<file path="config.mk">
export PLATFORM = sky130hd
export DESIGN_NAME = decodeCluster
export DESIGN_NICKNAME = d
export VERILOG_FILES = /design/src/rtl/isaPkg.sv /design/src/rtl/decodePkg.sv /design/src/rtl/fetchDistributor.sv /design/src/rtl/decodeLane.sv /design/src/rtl/decodeCollector.sv /design/src/rtl/decodeCluster.sv
export VERILOG_INCLUDE_DIRS = /design/src /design/src/rtl
export SDC_FILE = /design/constraint.sdc
export NUM_CORES = 2
export LEC_CHECK = 0
export ABC_CLOCK_PERIOD_IN_PS = 4800
export BUFFER_PORTS_ARGS = -buffer_cell sky130_fd_sc_hd__buf_2
export CAP_MARGIN = 40
export CELL_PAD_IN_SITES_DETAIL_PLACEMENT = 1
export CELL_PAD_IN_SITES_GLOBAL_PLACEMENT = 1
export CORE_ASPECT_RATIO = 1.1
export CORE_MARGIN = 5
export CORE_UTILIZATION = 49
export DETAILED_ROUTE_END_ITERATION = 8
export GPL_TIMING_DRIVEN = 1
export PLACE_DENSITY = 0.72
export SLEW_MARGIN = 20
export SYNTH_ARGS = -nofsm -noshare
export SYNTH_HDL_FRONTEND = slang
export SYNTH_HIERARCHICAL = 1
export SYNTH_SLANG_ARGS = --single-unit
</file>
<file path="constraint.sdc">
create_clock -name Clock -period 4.8 [get_ports Clock]
set_input_delay 0.48 -clock Clock [delete_from_list [all_inputs] [get_ports Clock]]
set_output_delay 0.48 -clock Clock [all_outputs]
set_load 0.03 [all_outputs]
</file>
<file path="src/rtl/decode_defines.svh">
`ifndef DECODE_DEFINES_SVH
`define DECODE_DEFINES_SVH

// ########################################
// cluster sizing.
// ########################################

// number of decode lanes, a power of two.
`define LANES 4

// entries per lane queue and per collector return buffer.
`define LANE_DEPTH 2

// entries in the distributor input buffer.
`define FETCH_DEPTH 4

// largest output credit count the consumer may grant.
`define UOP_CREDITS_MAX 8

// derived widths.
`define LANE_PTR_W ($clog2(`LANES))
`define LANE_CREDIT_W ($clog2(`LANE_DEPTH + 1))
`define UOP_CREDIT_W ($clog2(`UOP_CREDITS_MAX + 1))

`endif

</file>
<file path="src/rtl/isaPkg.sv">
package isaPkg;

    // ########################################
    // encoding formats and opcodes.
    // ########################################

    // bit 31 set means immediate, else bits 31:30 pick register or jump.
    typedef enum logic [1:0] {
        regFormat  = 2'b00,
        jumpFormat = 2'b01,
        immFormat  = 2'b10
    } instrFormatT;

    typedef enum logic [5:0] {
        opStore = 6'b101100,
        opLoadS = 6'b101011,   // load into the float bank.
        opLoad  = 6'b101010,
        opJal   = 6'b101111,
        opJmp   = 6'b010000,
        opBez   = 6'b101110,
        opJreg  = 6'b101101
    } opcodeT;

    // function bits 5:4 of a register format word.
    typedef enum logic [1:0] {
        arith   = 2'b00,
        compare = 2'b01,
        float   = 2'b10,
        vector  = 2'b11
    } funcGroupT;

    // ########################################
    // field positions.
    // ########################################
    localparam int formatBit = 31;
    localparam int opcodeLsb = 26;
    localparam int opcodeW   = 6;
    localparam int destLsb   = 21;
    localparam int src1Lsb   = 16;
    localparam int src2Lsb   = 11;
    localparam int regIdxW   = 5;
    localparam int groupLsb  = 4;
    localparam int groupW    = 2;
    localparam int funcLsb   = 0;
    localparam int funcW     = 6;
    localparam int smallImmW = 16;
    localparam int largeImmW = 26;

endpackage

</file>
<file path="src/rtl/decodePkg.sv">
package decodePkg;

    // register id, top bit selects the float bank.
    typedef logic [5:0] regIdT;

    // word handed in by the fetch source.
    typedef struct packed {
        logic [31:0] instr;
        logic [31:0] pc;
    } fetchPacketT;

    // decoded micro-op leaving a lane.
    typedef struct packed {
        logic [31:0] pc;
        regIdT       src1;
        regIdT       src2;
        regIdT       dest;
        logic [25:0] immData;
        logic        smallImm;
        logic        largeImm;
        logic [5:0]  funcCode;

        // memory and branch class.
        logic        isJal;
        logic        relJump;
        logic        absJump;
        logic        isLoad;
        logic        isStore;
        logic        uncondJump;
        logic        condJump;
    } microOpT;

endpackage

</file>
<file path="src/rtl/fetchDistributor.sv">
`timescale 1ns/100ps
`include "decode_defines.svh"

module fetchDistributor (
    input  logic                                Clock,
    input  logic                                arstN,
    input  logic                                fetchValid,
    input  decodePkg::fetchPacketT              fetchPacket,
    output logic                                fetchCredit,
    output logic [`LANES-1:0]                   laneValid,
    output decodePkg::fetchPacketT [`LANES-1:0] lanePacket,
    input  logic [`LANES-1:0]                   laneCredit
);
    import decodePkg::*;

    localparam int ptrW  = (`FETCH_DEPTH > 1) ? $clog2(`FETCH_DEPTH) : 1;
    localparam int fillW = $clog2(`FETCH_DEPTH + 1);
    localparam int laneW = `LANE_PTR_W;
    localparam int credW = `LANE_CREDIT_W;
    localparam logic [ptrW-1:0]  lastSlot = ptrW'(`FETCH_DEPTH - 1);
    localparam logic [credW-1:0] laneInit = credW'(`LANE_DEPTH);

    fetchPacketT      fifoMem [`FETCH_DEPTH];
    logic [ptrW-1:0]  wrPtr;
    logic [ptrW-1:0]  rdPtr;
    logic [fillW-1:0] fill;
    logic [laneW-1:0] curLane;
    logic [credW-1:0] laneCredits [`LANES];
    logic             forward;

    // lanes are served strictly in turn, so a lane without credit stalls all.
    assign forward     = (fill != '0) && (laneCredits[curLane] != '0);
    assign fetchCredit = forward;   // entry freed as it leaves.

    always_comb begin
        for (int i = 0; i < `LANES; i++) begin
            laneValid[i]  = forward && (curLane == laneW'(i));
            lanePacket[i] = fifoMem[rdPtr];
        end
    end

    always_ff @(posedge Clock) begin
        if (fetchValid) fifoMem[wrPtr] <= fetchPacket;
    end

    always_ff @(posedge Clock or negedge arstN) begin
        if (!arstN) begin
            wrPtr   <= '0;
            rdPtr   <= '0;
            fill    <= '0;
            curLane <= '0;
            for (int i = 0; i < `LANES; i++) laneCredits[i] <= laneInit;
        end else begin
            if (fetchValid) wrPtr <= (wrPtr == lastSlot) ? '0 : wrPtr + 1'b1;
            if (forward) begin
                rdPtr   <= (rdPtr == lastSlot) ? '0 : rdPtr + 1'b1;
                curLane <= curLane + 1'b1;   // wraps, lane count is a power of two.
            end
            case ({fetchValid, forward})
                2'b10:   fill <= fill + 1'b1;
                2'b01:   fill <= fill - 1'b1;
                default: ;
            endcase
            // ########################################
            // per lane credit bookkeeping.
            // ########################################
            for (int i = 0; i < `LANES; i++) begin
                case ({laneValid[i], laneCredit[i]})
                    2'b10:   laneCredits[i] <= laneCredits[i] - 1'b1;
                    2'b01:   laneCredits[i] <= laneCredits[i] + 1'b1;
                    default: ;
                endcase
            end
        end
    end

endmodule

</file>
<file path="src/rtl/decodeLane.sv">
`timescale 1ns/100ps
`include "decode_defines.svh"

module decodeLane (
    input  logic                   Clock,
    input  logic                   arstN,
    input  logic                   inValid,
    input  decodePkg::fetchPacketT inPacket,
    output logic                   inCredit,
    output logic                   outValid,
    output decodePkg::microOpT     outUop,
    input  logic                   outCredit
);
    import isaPkg::*;
    import decodePkg::*;

    localparam int ptrW  = (`LANE_DEPTH > 1) ? $clog2(`LANE_DEPTH) : 1;
    localparam int credW = `LANE_CREDIT_W;
    localparam logic [ptrW-1:0]  lastSlot = ptrW'(`LANE_DEPTH - 1);
    localparam logic [credW-1:0] credInit = credW'(`LANE_DEPTH);

    fetchPacketT      queueMem [`LANE_DEPTH];
    logic [ptrW-1:0]  wrPtr;
    logic [ptrW-1:0]  rdPtr;
    logic [credW-1:0] fill;
    logic [credW-1:0] credits;
    logic             send;

    fetchPacketT        head;
    logic [31:0]        instr;
    opcodeT             opcode;
    instrFormatT        format;
    funcGroupT          group;
    logic               bankBit;
    logic [regIdxW-1:0] rdIdx;
    logic [regIdxW-1:0] rs1Idx;
    logic [regIdxW-1:0] rs2Idx;

    // ########################################
    // lane queue.
    // ########################################
    assign send     = (fill != '0) && (credits != '0);
    assign outValid = send;
    assign inCredit = send;

    always_ff @(posedge Clock) begin
        if (inValid) queueMem[wrPtr] <= inPacket;
    end

    always_ff @(posedge Clock or negedge arstN) begin
        if (!arstN) begin
            wrPtr   <= '0;
            rdPtr   <= '0;
            fill    <= '0;
            credits <= credInit;
        end else begin
            if (inValid) wrPtr <= (wrPtr == lastSlot) ? '0 : wrPtr + 1'b1;
            if (send) rdPtr <= (rdPtr == lastSlot) ? '0 : rdPtr + 1'b1;
            case ({inValid, send})
                2'b10:   fill <= fill + 1'b1;
                2'b01:   fill <= fill - 1'b1;
                default: ;
            endcase
            case ({send, outCredit})
                2'b10:   credits <= credits - 1'b1;
                2'b01:   credits <= credits + 1'b1;
                default: ;
            endcase
        end
    end

    // ########################################
    // decode of the head word.
    // ########################################
    assign head   = queueMem[rdPtr];
    assign instr  = head.instr;
    assign opcode = opcodeT'(instr[opcodeLsb +: opcodeW]);
    assign group  = funcGroupT'(instr[groupLsb +: groupW]);
    assign rdIdx  = instr[destLsb +: regIdxW];
    assign rs1Idx = instr[src1Lsb +: regIdxW];
    assign rs2Idx = instr[src2Lsb +: regIdxW];

    assign format = instr[formatBit] ? immFormat :
                    (instr[formatBit-1] ? jumpFormat : regFormat);

    assign bankBit = (format == regFormat) && (group == float);   // float ops use the float bank.

    always_comb begin
        outUop    = '0;
        outUop.pc = head.pc;
        case (format)
            regFormat: begin
                outUop.src1     = {bankBit, rs1Idx};
                outUop.src2     = {bankBit, rs2Idx};
                outUop.dest     = {bankBit, rdIdx};
                outUop.funcCode = instr[funcLsb +: funcW];
            end
            jumpFormat: begin
                outUop.immData  = instr[0 +: largeImmW];
                outUop.largeImm = 1'b1;
            end
            immFormat: begin
                outUop.src1     = {1'b0, rs1Idx};
                outUop.src2     = (opcode == opStore) ? {1'b0, rdIdx} : '0;   // store data.
                outUop.dest     = {opcode == opLoadS, rdIdx};
                outUop.immData  = {{(largeImmW - smallImmW){instr[smallImmW-1]}},
                                   instr[0 +: smallImmW]};
                outUop.smallImm = 1'b1;
                // loads, store and jumps carry no function code.
                if (!(opcode >= opLoad && opcode <= opJal)) begin
                    outUop.funcCode = {1'b0, instr[opcodeLsb +: opcodeW-1]};
                end
            end
            default: ;
        endcase

        outUop.isJal      = (opcode == opJal);
        outUop.relJump    = (opcode == opJal) || (opcode == opJmp) || (opcode == opBez);
        outUop.absJump    = (opcode == opJreg);
        outUop.isLoad     = (opcode == opLoad) || (opcode == opLoadS);
        outUop.isStore    = (opcode == opStore);
        outUop.uncondJump = (opcode == opJreg) || (opcode == opJal) || (opcode == opJmp);
        outUop.condJump   = (opcode == opBez);
    end

endmodule

</file>
<file path="src/rtl/decodeCollector.sv">
`timescale 1ns/100ps
`include "decode_defines.svh"

module decodeCollector (
    input  logic                              Clock,
    input  logic                              arstN,
    input  logic [`LANES-1:0]                 doneValid,
    input  decodePkg::microOpT [`LANES-1:0]   doneUop,
    output logic [`LANES-1:0]                 doneCredit,
    output logic                              uopValid,
    output decodePkg::microOpT                uop,
    input  logic                              uopCredit,
    input  logic [`UOP_CREDIT_W-1:0]          initialUopCredits
);
    import decodePkg::*;

    localparam int ptrW  = (`LANE_DEPTH > 1) ? $clog2(`LANE_DEPTH) : 1;
    localparam int fillW = `LANE_CREDIT_W;
    localparam int laneW = `LANE_PTR_W;
    localparam int uopW  = `UOP_CREDIT_W;
    localparam logic [ptrW-1:0] lastSlot = ptrW'(`LANE_DEPTH - 1);

    microOpT          retBuf [`LANES][`LANE_DEPTH];
    logic [ptrW-1:0]  wrPtr [`LANES];
    logic [ptrW-1:0]  rdPtr [`LANES];
    logic [fillW-1:0] fill [`LANES];
    logic [laneW-1:0] curLane;
    logic [uopW-1:0]  uopCredits;
    logic             creditsLoaded;
    logic             emit;

    // reading lanes in dealing order restores program order.
    assign emit     = (fill[curLane] != '0) && (uopCredits != '0);
    assign uopValid = emit;
    assign uop      = retBuf[curLane][rdPtr[curLane]];

    always_comb begin
        for (int i = 0; i < `LANES; i++) begin
            doneCredit[i] = emit && (curLane == laneW'(i));
        end
    end

    always_ff @(posedge Clock) begin
        for (int i = 0; i < `LANES; i++) begin
            if (doneValid[i]) retBuf[i][wrPtr[i]] <= doneUop[i];
        end
    end

    // ########################################
    // return buffer pointers.
    // ########################################
    always_ff @(posedge Clock or negedge arstN) begin
        if (!arstN) begin
            curLane <= '0;
            for (int i = 0; i < `LANES; i++) begin
                wrPtr[i] <= '0;
                rdPtr[i] <= '0;
                fill[i]  <= '0;
            end
        end else begin
            if (emit) curLane <= curLane + 1'b1;
            for (int i = 0; i < `LANES; i++) begin
                if (doneValid[i]) wrPtr[i] <= (wrPtr[i] == lastSlot) ? '0 : wrPtr[i] + 1'b1;
                if (doneCredit[i]) rdPtr[i] <= (rdPtr[i] == lastSlot) ? '0 : rdPtr[i] + 1'b1;
                case ({doneValid[i], doneCredit[i]})
                    2'b10:   fill[i] <= fill[i] + 1'b1;
                    2'b01:   fill[i] <= fill[i] - 1'b1;
                    default: ;
                endcase
            end
        end
    end

    // output credits, the start count is taken on the first clock after reset.
    always_ff @(posedge Clock or negedge arstN) begin
        if (!arstN) begin
            uopCredits    <= '0;
            creditsLoaded <= 1'b0;
        end else if (!creditsLoaded) begin
            uopCredits    <= initialUopCredits;
            creditsLoaded <= 1'b1;
        end else begin
            case ({emit, uopCredit})
                2'b10:   uopCredits <= uopCredits - 1'b1;
                2'b01:   uopCredits <= uopCredits + 1'b1;
                default: ;
            endcase
        end
    end

endmodule

</file>
<file path="src/rtl/decodeCluster.sv">
`timescale 1ns/100ps
`include "decode_defines.svh"

module decodeCluster (
    input  logic                     Clock,
    input  logic                     arstN,
    input  logic                     fetchValid,
    input  decodePkg::fetchPacketT   fetchPacket,
    output logic                     fetchCredit,
    output logic                     uopValid,
    output decodePkg::microOpT       uop,
    input  logic                     uopCredit,
    input  logic [`UOP_CREDIT_W-1:0] initialUopCredits
);
    import decodePkg::*;

    logic [`LANES-1:0]              laneValid;
    fetchPacketT [`LANES-1:0]       lanePacket;
    logic [`LANES-1:0]              laneCredit;
    logic [`LANES-1:0]              doneValid;
    microOpT [`LANES-1:0]           doneUop;
    logic [`LANES-1:0]              doneCredit;

    fetchDistributor distributor0 (
        .Clock       (Clock),
        .arstN       (arstN),
        .fetchValid  (fetchValid),
        .fetchPacket (fetchPacket),
        .fetchCredit (fetchCredit),
        .laneValid   (laneValid),
        .lanePacket  (lanePacket),
        .laneCredit  (laneCredit)
    );

    for (genvar i = 0; i < `LANES; i++) begin : genLane
        decodeLane lane (
            .Clock     (Clock),
            .arstN     (arstN),
            .inValid   (laneValid[i]),
            .inPacket  (lanePacket[i]),
            .inCredit  (laneCredit[i]),
            .outValid  (doneValid[i]),
            .outUop    (doneUop[i]),
            .outCredit (doneCredit[i])
        );
    end

    decodeCollector collector0 (
        .Clock             (Clock),
        .arstN             (arstN),
        .doneValid         (doneValid),
        .doneUop           (doneUop),
        .doneCredit        (doneCredit),
        .uopValid          (uopValid),
        .uop               (uop),
        .uopCredit         (uopCredit),
        .initialUopCredits (initialUopCredits)
    );

endmodule

</file>
* Word-level counts from Yosys, hierarchy flattened
Memory sizes are Yosys's and may differ from the RTL's.
Index checks and enable logic that the tools add are counted.
** Word-level totals
- Memories :: 6
- Bits in registers :: 64
- Input port bits :: 72
- Word-level logic and storage cells :: 380
- RAM bits :: 1496
** Operators by class
- Reductions and logical operators :: 73
- Bitwise operators :: 7
- $lt $le $gt $ge :: 19
- Add/subtract/negate cells :: 56
- Equal/unequal tests :: 69
- Multiplexer cells :: 111
** Memory list
- collector0.retBuf :: words 4, bits a word 182, read ports 1, clocked after Yosys merged registers in 0, wr ports 4, RTL line decodeCollector.sv:23 : microOpT retBuf [`LANES][`LANE_DEPTH];
- distributor0.fifoMem :: words 4, bits a word 64, read ports 1, clocked after Yosys merged registers in 0, wr ports 1, RTL line fetchDistributor.sv:23 : fetchPacketT fifoMem [`FETCH_DEPTH];
- genLane[0].lane.queueMem :: words 2, bits a word 64, read ports 1, clocked after Yosys merged registers in 0, wr ports 1, RTL line decodeLane.sv:22 : fetchPacketT queueMem [`LANE_DEPTH];
- genLane[1].lane.queueMem :: words 2, bits a word 64, read ports 1, clocked after Yosys merged registers in 0, wr ports 1, RTL line decodeLane.sv:22
- genLane[2].lane.queueMem :: words 2, bits a word 64, read ports 1, clocked after Yosys merged registers in 0, wr ports 1, RTL line decodeLane.sv:22
- genLane[3].lane.queueMem :: words 2, bits a word 64, read ports 1, clocked after Yosys merged registers in 0, wr ports 1, RTL line decodeLane.sv:22
** Operators with widths (count)
- 2-to-1 mux 182 bit :: 4
- 2-to-1 mux 91 bit :: 7
- demux 91 bit (select 1 bit) :: 4
- one-hot mux 26 bit (2 select lines) :: 4
- equality test 6 bit, second input constant :: 24
- one-hot mux 18 bit (2 select lines) :: 4
- one-hot mux 2 bit (2 select lines) :: 16
- equality test 2 bit, second input constant :: 24
- one-hot mux 6 bit (2 select lines) :: 4
- 2-to-1 mux 1 bit :: 44
- adder 2 x 1 -> 2 bit, second input constant :: 20
- 2-to-1 mux 5 bit :: 8
- nonzero test 2 bit :: 19
- equality test 2 x 1 -> 1 bit, second input constant :: 16
- subtractor 2 x 1 -> 2 bit, second input constant :: 16
- logical AND 1 bit :: 26
- equality test 6 x 5 -> 1 bit, second input constant :: 4
- greater-or-equal comparator 6 bit, second input constant :: 4
- less-or-equal comparator 6 bit, second input constant :: 4
- logical OR 1 bit :: 20
- 2-to-1 mux 2 bit :: 10
- adder 1 bit, second input constant :: 16
- logical NOT 2 bit :: 6
- greater-or-equal comparator 2 bit, second input constant :: 5
- other kinds (16) :: 26

* Longest topological paths before layout
- Word-level depth :: 9
- Mapped depth :: 10
- Depth with buffers taken out :: 10

* Modules after synthesis
Netlist, hierarchy kept.
** Modules (own cells, without submodules)
- decodeCollector :: times used 1, sequential area each 22436.5 um2, cells an instance 1457, area an instance 29614.7 um2
- decodeLane :: times used 4, sequential area each 3995.1 um2, cells an instance 322, area an instance 5485.3 um2
- fetchDistributor :: times used 1, sequential area each 8117.8 um2, cells an instance 620, area an instance 11682.5 um2

* Worst setup path before layout
OpenSTA, ideal clock, no wires.
- Kind :: register to register
- Start point :: register genLane[0].lane.credits[1]
- End point :: memory collector0/retBuf[0][100] (netlist name), enable pin
- Slack :: -0.419 ns
- Stages on the path, launching flop included :: 6
- Data arrival time :: 4.678 ns
- Required time :: 4.259 ns
- Setup time :: 0.541 ns
- Path through :: dfstp_2 > o22ai_1 > inv_1 > buf_4 > inv_1 > nor2_1
** RTL lines
- start, declared :: RTL line decodeLane.sv:26 : logic [credW-1:0] credits;
- start signal, assigned :: RTL line decodeLane.sv:55 : credits <= credInit;
- start signal, assigned :: RTL line decodeLane.sv:65 : 2'b10: credits <= credits - 1'b1;
- start signal, assigned :: RTL line decodeLane.sv:66 : 2'b01: credits <= credits + 1'b1;
- end, declared :: RTL line decodeCollector.sv:23

==> results_tabular.tex <==
\begin{tabular}{lr}
\hline
Metric & Value \\
\hline
\multicolumn{2}{l}{\textbf{Setup path}} \\
\quad Top fanout value on the critical path & 56 \\
\quad Number of logic stages on the critical path including buffering & 5 \\
\quad Buffers and inverters on the worst path & 3 \\
\quad Length in cells of the worst reg-to-reg path & 3 \\
\quad Cell Chain, Critical Path & buf\_12 > mux2i\_1 > mux4\_2 > inv\_1 > buf\_2 \\
\quad Max stage delay on crit path & 0.92 ns \\
\quad Setup crit end kind & output pin \\
\quad Required time of the critical path & about 4.3 ns \\
\quad Type of origin of the critical path & flop \\
\quad Worst reg2reg endpoint & collector0/retBuf[1][130]\$\_DFFE\_PP\_ \\
\quad Reg-to-reg startpoint & genLane[1].lane/rdPtr\$\_DFFE\_PN0P\_ \\
\quad Data arrival time of the critical path & $\sim$3.4 ns \\
\quad Critical Path Slowest Stage Cell & dfrtp\_4 \\
\quad Reg2Reg Setup Slack & approximately 1.8 ns \\
\quad Family with the most delay on the worst path & flip-flops \\
\quad Critical path class & reg -> out \\
\multicolumn{2}{l}{\textbf{Global routing}} \\
\quad Wire length of the first global-routing pass & $\sim$230000 um \\
\quad Largest net degree at the start of global routing & a little over 90 \\
\quad Number of global-route vias before repair & 33500 \\
\quad Initial antenna violation count & 12 \\
\quad Overall fraction of global-route tracks in use & between 20\% and 30\% \\
\quad GR Overflow Total & 0 \\
\multicolumn{2}{l}{\textbf{CTS}} \\
\quad Number of hold buffers added after CTS & 70 \\
\quad Clock tree from TritonCTS & yes \\
\quad Latest clock arrival within the worst-skew pair & $\sim$0.80 ns \\
\quad H-tree levels & 4 \\
\quad CTS sink count & roughly 1600 \\
\quad Cts bufs inserted & between 150 and 200 \\
\quad Maximum buffer depth of the clock tree & 3 \\
\quad Post-CTS Repair Setup Buffers & 0 \\
\quad CTS Root Buffer Type & clkbuf\_16 \\
\quad Count of cells resized by post-cts repair & 0 \\
\quad Clock transition at the registers of the reported paths & $\sim$0.050 ns \\
\multicolumn{2}{l}{\textbf{Power}} \\
\quad Highest ir drop seen on vdd & around 0.38 mV \\
\quad Power per unit of standard cell area & between 300 and 400 nW/um2 \\
\quad Power after layout & between 20 and 30 mW \\
\quad Static leakage & 23.4 nW \\
\multicolumn{2}{l}{\textbf{Drt}} \\
\quad Iteration count of the initial detailed-routing pass & 5 \\
\quad Initial DRC count & between 2000 and 3000 \\
\quad WL final & around 160000 um \\
\quad Remaining number of nets flagged by the antenna check after routing & 0 \\
\quad Via/cell ratio & between 5 and 6 \\
\quad Via count & $\sim$31000 \\
\quad Wire per inst & 30.2 um \\
\quad Remaining design rule violation count & 0 \\
\multicolumn{2}{l}{\textbf{Die}} \\
\quad Standard-cell row count & 138 \\
\quad Starting Density & 49.2\% \\
\quad Core Box Area & 128000 um2 \\
\quad \# IOs & between 150 and 200 \\
\quad Die Outline Area & around 140000 um2 \\
\quad Die Span Y & 387 um \\
\quad Die extent in x & around 350 um \\
\multicolumn{2}{l}{\textbf{Placement}} \\
\quad Post-detailed-placement cell area & around 65000 um2 \\
\quad I/O Buffers & 164 \\
\quad Final estimated routing congestion in global placement & 0.821 \\
\quad Number of instances in the placed design & just under 5000 \\
\quad Half-perimeter wire length after detailed placement & 99700 um \\
\quad Dpl ws & 1.70 ns \\
\multicolumn{2}{l}{\textbf{Final layout}} \\
\quad Post-route cell area & a little over 70000 um2 \\
\quad Core utilization of the finished layout & a little under three fifths \\
\quad Non-filler instance count after layout & 5321 \\
\quad Layout filler cell count & between 10000 and 15000 \\
\quad Final net count & around 3600 \\
\quad Layout cells sized above 1 & between 20\% and 30\% \\
\quad Area delta synth->final & 11.7\% \\
\multicolumn{2}{l}{\textbf{Hold path}} \\
\quad Hold Crit Depth & 4 \\
\quad Hold/Removal Path Class & in -> reg \\
\quad End point of the worst hold path & collector0/uopCredits[3]\$\_DFFE\_PN0P\_ \\
\quad Launch instance of the worst min-delay path & uopCredit \\
\multicolumn{2}{l}{\textbf{Logic synthesis}} \\
\quad Most repeated cell in the gate-level netlist after synthesis & edfxtp\_1 \\
\quad Asr flop ratio synth & 4.10\% \\
\quad Number of nets produced by synthesis & approximately 3500 \\
\quad Number of standard cells after synthesis & around 3400 \\
\quad EDFF count, synth & roughly 1500 \\
\quad Most frequent cells after synthesis & edfxtp\_1, mux2i\_1, buf\_4, nor2\_1, mux4\_2 \\
\quad Synth top area share & between 70\% and 80\% \\
\quad Leading register cell type out of synthesis & edfxtp\_1 \\
\quad Cell Area, Synth & 63200 um2 \\
\quad Most area-hungry cell type in the Yosys netlist & edfxtp\_1 \\
\quad Flip-flop and latch count after synthesis & around 1600 \\
\quad Post-synthesis area per instance & between 15 and 20 um2 \\
\quad Leading post-synthesis cells by cell area & edfxtp\_1, mux2i\_1, mux4\_2 \\
\quad Number of different library cells in the post-synthesis netlist & 63 \\
\quad Yosys warning count & 6 \\
\quad Sequential share of the synthesized area & around 74\% \\
\multicolumn{2}{l}{\textbf{STA}} \\
\quad Worst Skew & between 0.03 and 0.04 ns \\
\quad Number of hold-slack violations in the final timing report & 0 \\
\quad Relative slew slack & about 37\% \\
\quad Final-layout setup total negative slack & 0 ns \\
\quad Fin worst setup slack & roughly 0.96 ns \\
\quad Achievable Freq & between 200 and 300 MHz \\
\quad Part of the cycle the worst path needs & between 70\% and 80\% \\
\quad Unrepaired setup endpoints after global routing & false \\
\quad Measured slew at the worst slew-check pin & 0.941 ns \\
\quad Worst hold slack & around 0.16 ns \\
\quad Setup Viol. Count Final & 0 \\
\quad Final min period & approximately 3.8 ns \\
\quad Slew Limit Fails & 0 \\
\multicolumn{2}{l}{\textbf{Flow run}} \\
\quad Maximum capacitance violations & 0 \\
\multicolumn{2}{l}{\textbf{Status}} \\
\quad Outcome & finished clean \\
\hline
\end{tabular}
==> where the power goes <==
group,leakage (nW),switching (mW),internal (mW)
clock network,2.42,5.12,6.85
registers,14.8,0.0928,15.4
logic,6.18,0.607,0.222
total,23.4,5.82,22.4
==> worst max-delay path by stage <==
stage                                                       start                                        to  slack, ns
after floorplan           distributor0/laneCredits[7]$_DFFE_PN1P_  genLane[0].lane/queueMem[0][0]$_DFFE_PP_       0.51
after global placement            collector0/rdPtr[3]$_DFFE_PN0P_                                   uop[88]       1.73
after detailed placement        collector0/curLane[1]$_DFFE_PN0P_                                    uop[0]       1.70
after CTS                       collector0/curLane[1]$_DFFE_PN0P_                                    uop[0]       0.84
after global routing            collector0/curLane[1]$_DFFE_PN0P_                                    uop[0]       0.76
final                             collector0/rdPtr[0]$_DFFE_PN0P_                                   uop[16]       0.96
==> layout make-up <==
type	instances	area, um2	share of cell area (%)
Inverter	137	522	0.738
Tap cell	1680	2100	2.97
Clock inverter	83	835	1.18
Clock buffer	203	4160	5.89
Antenna cell	7	17.5	0.0248
Sequential cell	1560	46600	65.9
Timing Repair Buffer	310	2560	3.63
Multi-Input combinational cell	1341	13900	19.6
==> cell usage in the layout, fill, tap and decap left out, types with 8 or more instances in the layout <==
cell | Yosys | final
dfrtp_4 | 0 | 10
a22oi_2 | 8 | 8
bufinv_16 | 0 | 13
dfrtp_1 | 56 | 46
clkbuf_1 | 12 | 41
o21ai_0 | 47 | 47
clkinv_1 | 0 | 32
edfxtp_1 | 1496 | 1496
buf_12 | 0 | 25
ha_1 | 32 | 32
buf_2 | 29 | 164
o22ai_1 | 37 | 37
mux2_2 | 144 | 144
clkbuf_16 | 0 | 158
nand2_1 | 30 | 30
nor2_4 | 0 | 8
xor2_1 | 39 | 39
and2_4 | 0 | 12
dfstp_2 | 8 | 8
clkinv_2 | 0 | 20
mux2i_1 | 476 | 476
xnor2_1 | 31 | 31
a21oi_1 | 9 | 9
buf_16 | 0 | 8
inv_1 | 134 | 134
nor3b_1 | 9 | 9
nor3_1 | 14 | 14
mux4_2 | 155 | 155
o32ai_2 | 12 | 12
dlygate4sd3_1 | 0 | 70
nor2_1 | 169 | 161
buf_4 | 254 | 43
==> worst min-delay path: stages <==
cell and delay (ns):
buf_2 0.14, nor4_1 0.06, o21ai_1 0.11, nand3_1 0.08
==> cells by family (layout without fill, tap and decap cells) <==
family / after synthesis / after routing / share of synthesized area, %
buffers and inverters: 464 / 733 / 4.60
and+or+nand+nor: 292 / 292 / 2.31
adders and majority gates: 34 / 34 / 0.696
xor gates and xnor gates: 70 / 70 / 0.969
other: 1 / 8 / 0.00593
DFF: 1560 / 1560 / 73.6
muxes: 785 / 785 / 15.9
AOI/OAI and AO/OA: 159 / 159 / 1.93
==> sequential cells by signal, summed over array words and instances, names as in the netlist, 3 cells and up <==
| signal | count |
|---|---|
| collector0/uopCredits | 4 |
| genLane.lane/queueMem | 512 |
| collector0/fill | 8 |
| distributor0/laneCredits | 8 |
| collector0/wrPtr | 4 |
| collector0/rdPtr | 4 |
| genLane.lane/rdPtr | 4 |
| genLane.lane/credits | 8 |
| distributor0/fifoMem | 256 |
| collector0/retBuf | 728 |
| genLane.lane/fill | 8 |
| genLane.lane/wrPtr | 4 |
| distributor0/fill | 3 |
==> layer usage <==
layer	GRT usage, %	share of wire [%]	vias up
met5	0	0.014	-
met4	8.02	3.4	4
met3	4.08	5.8	273
met2	41.5	52	1014
met1	29.1	39	16500
li1	-	-	13200
No activity file was read; power rests on OpenSTA's default activity.
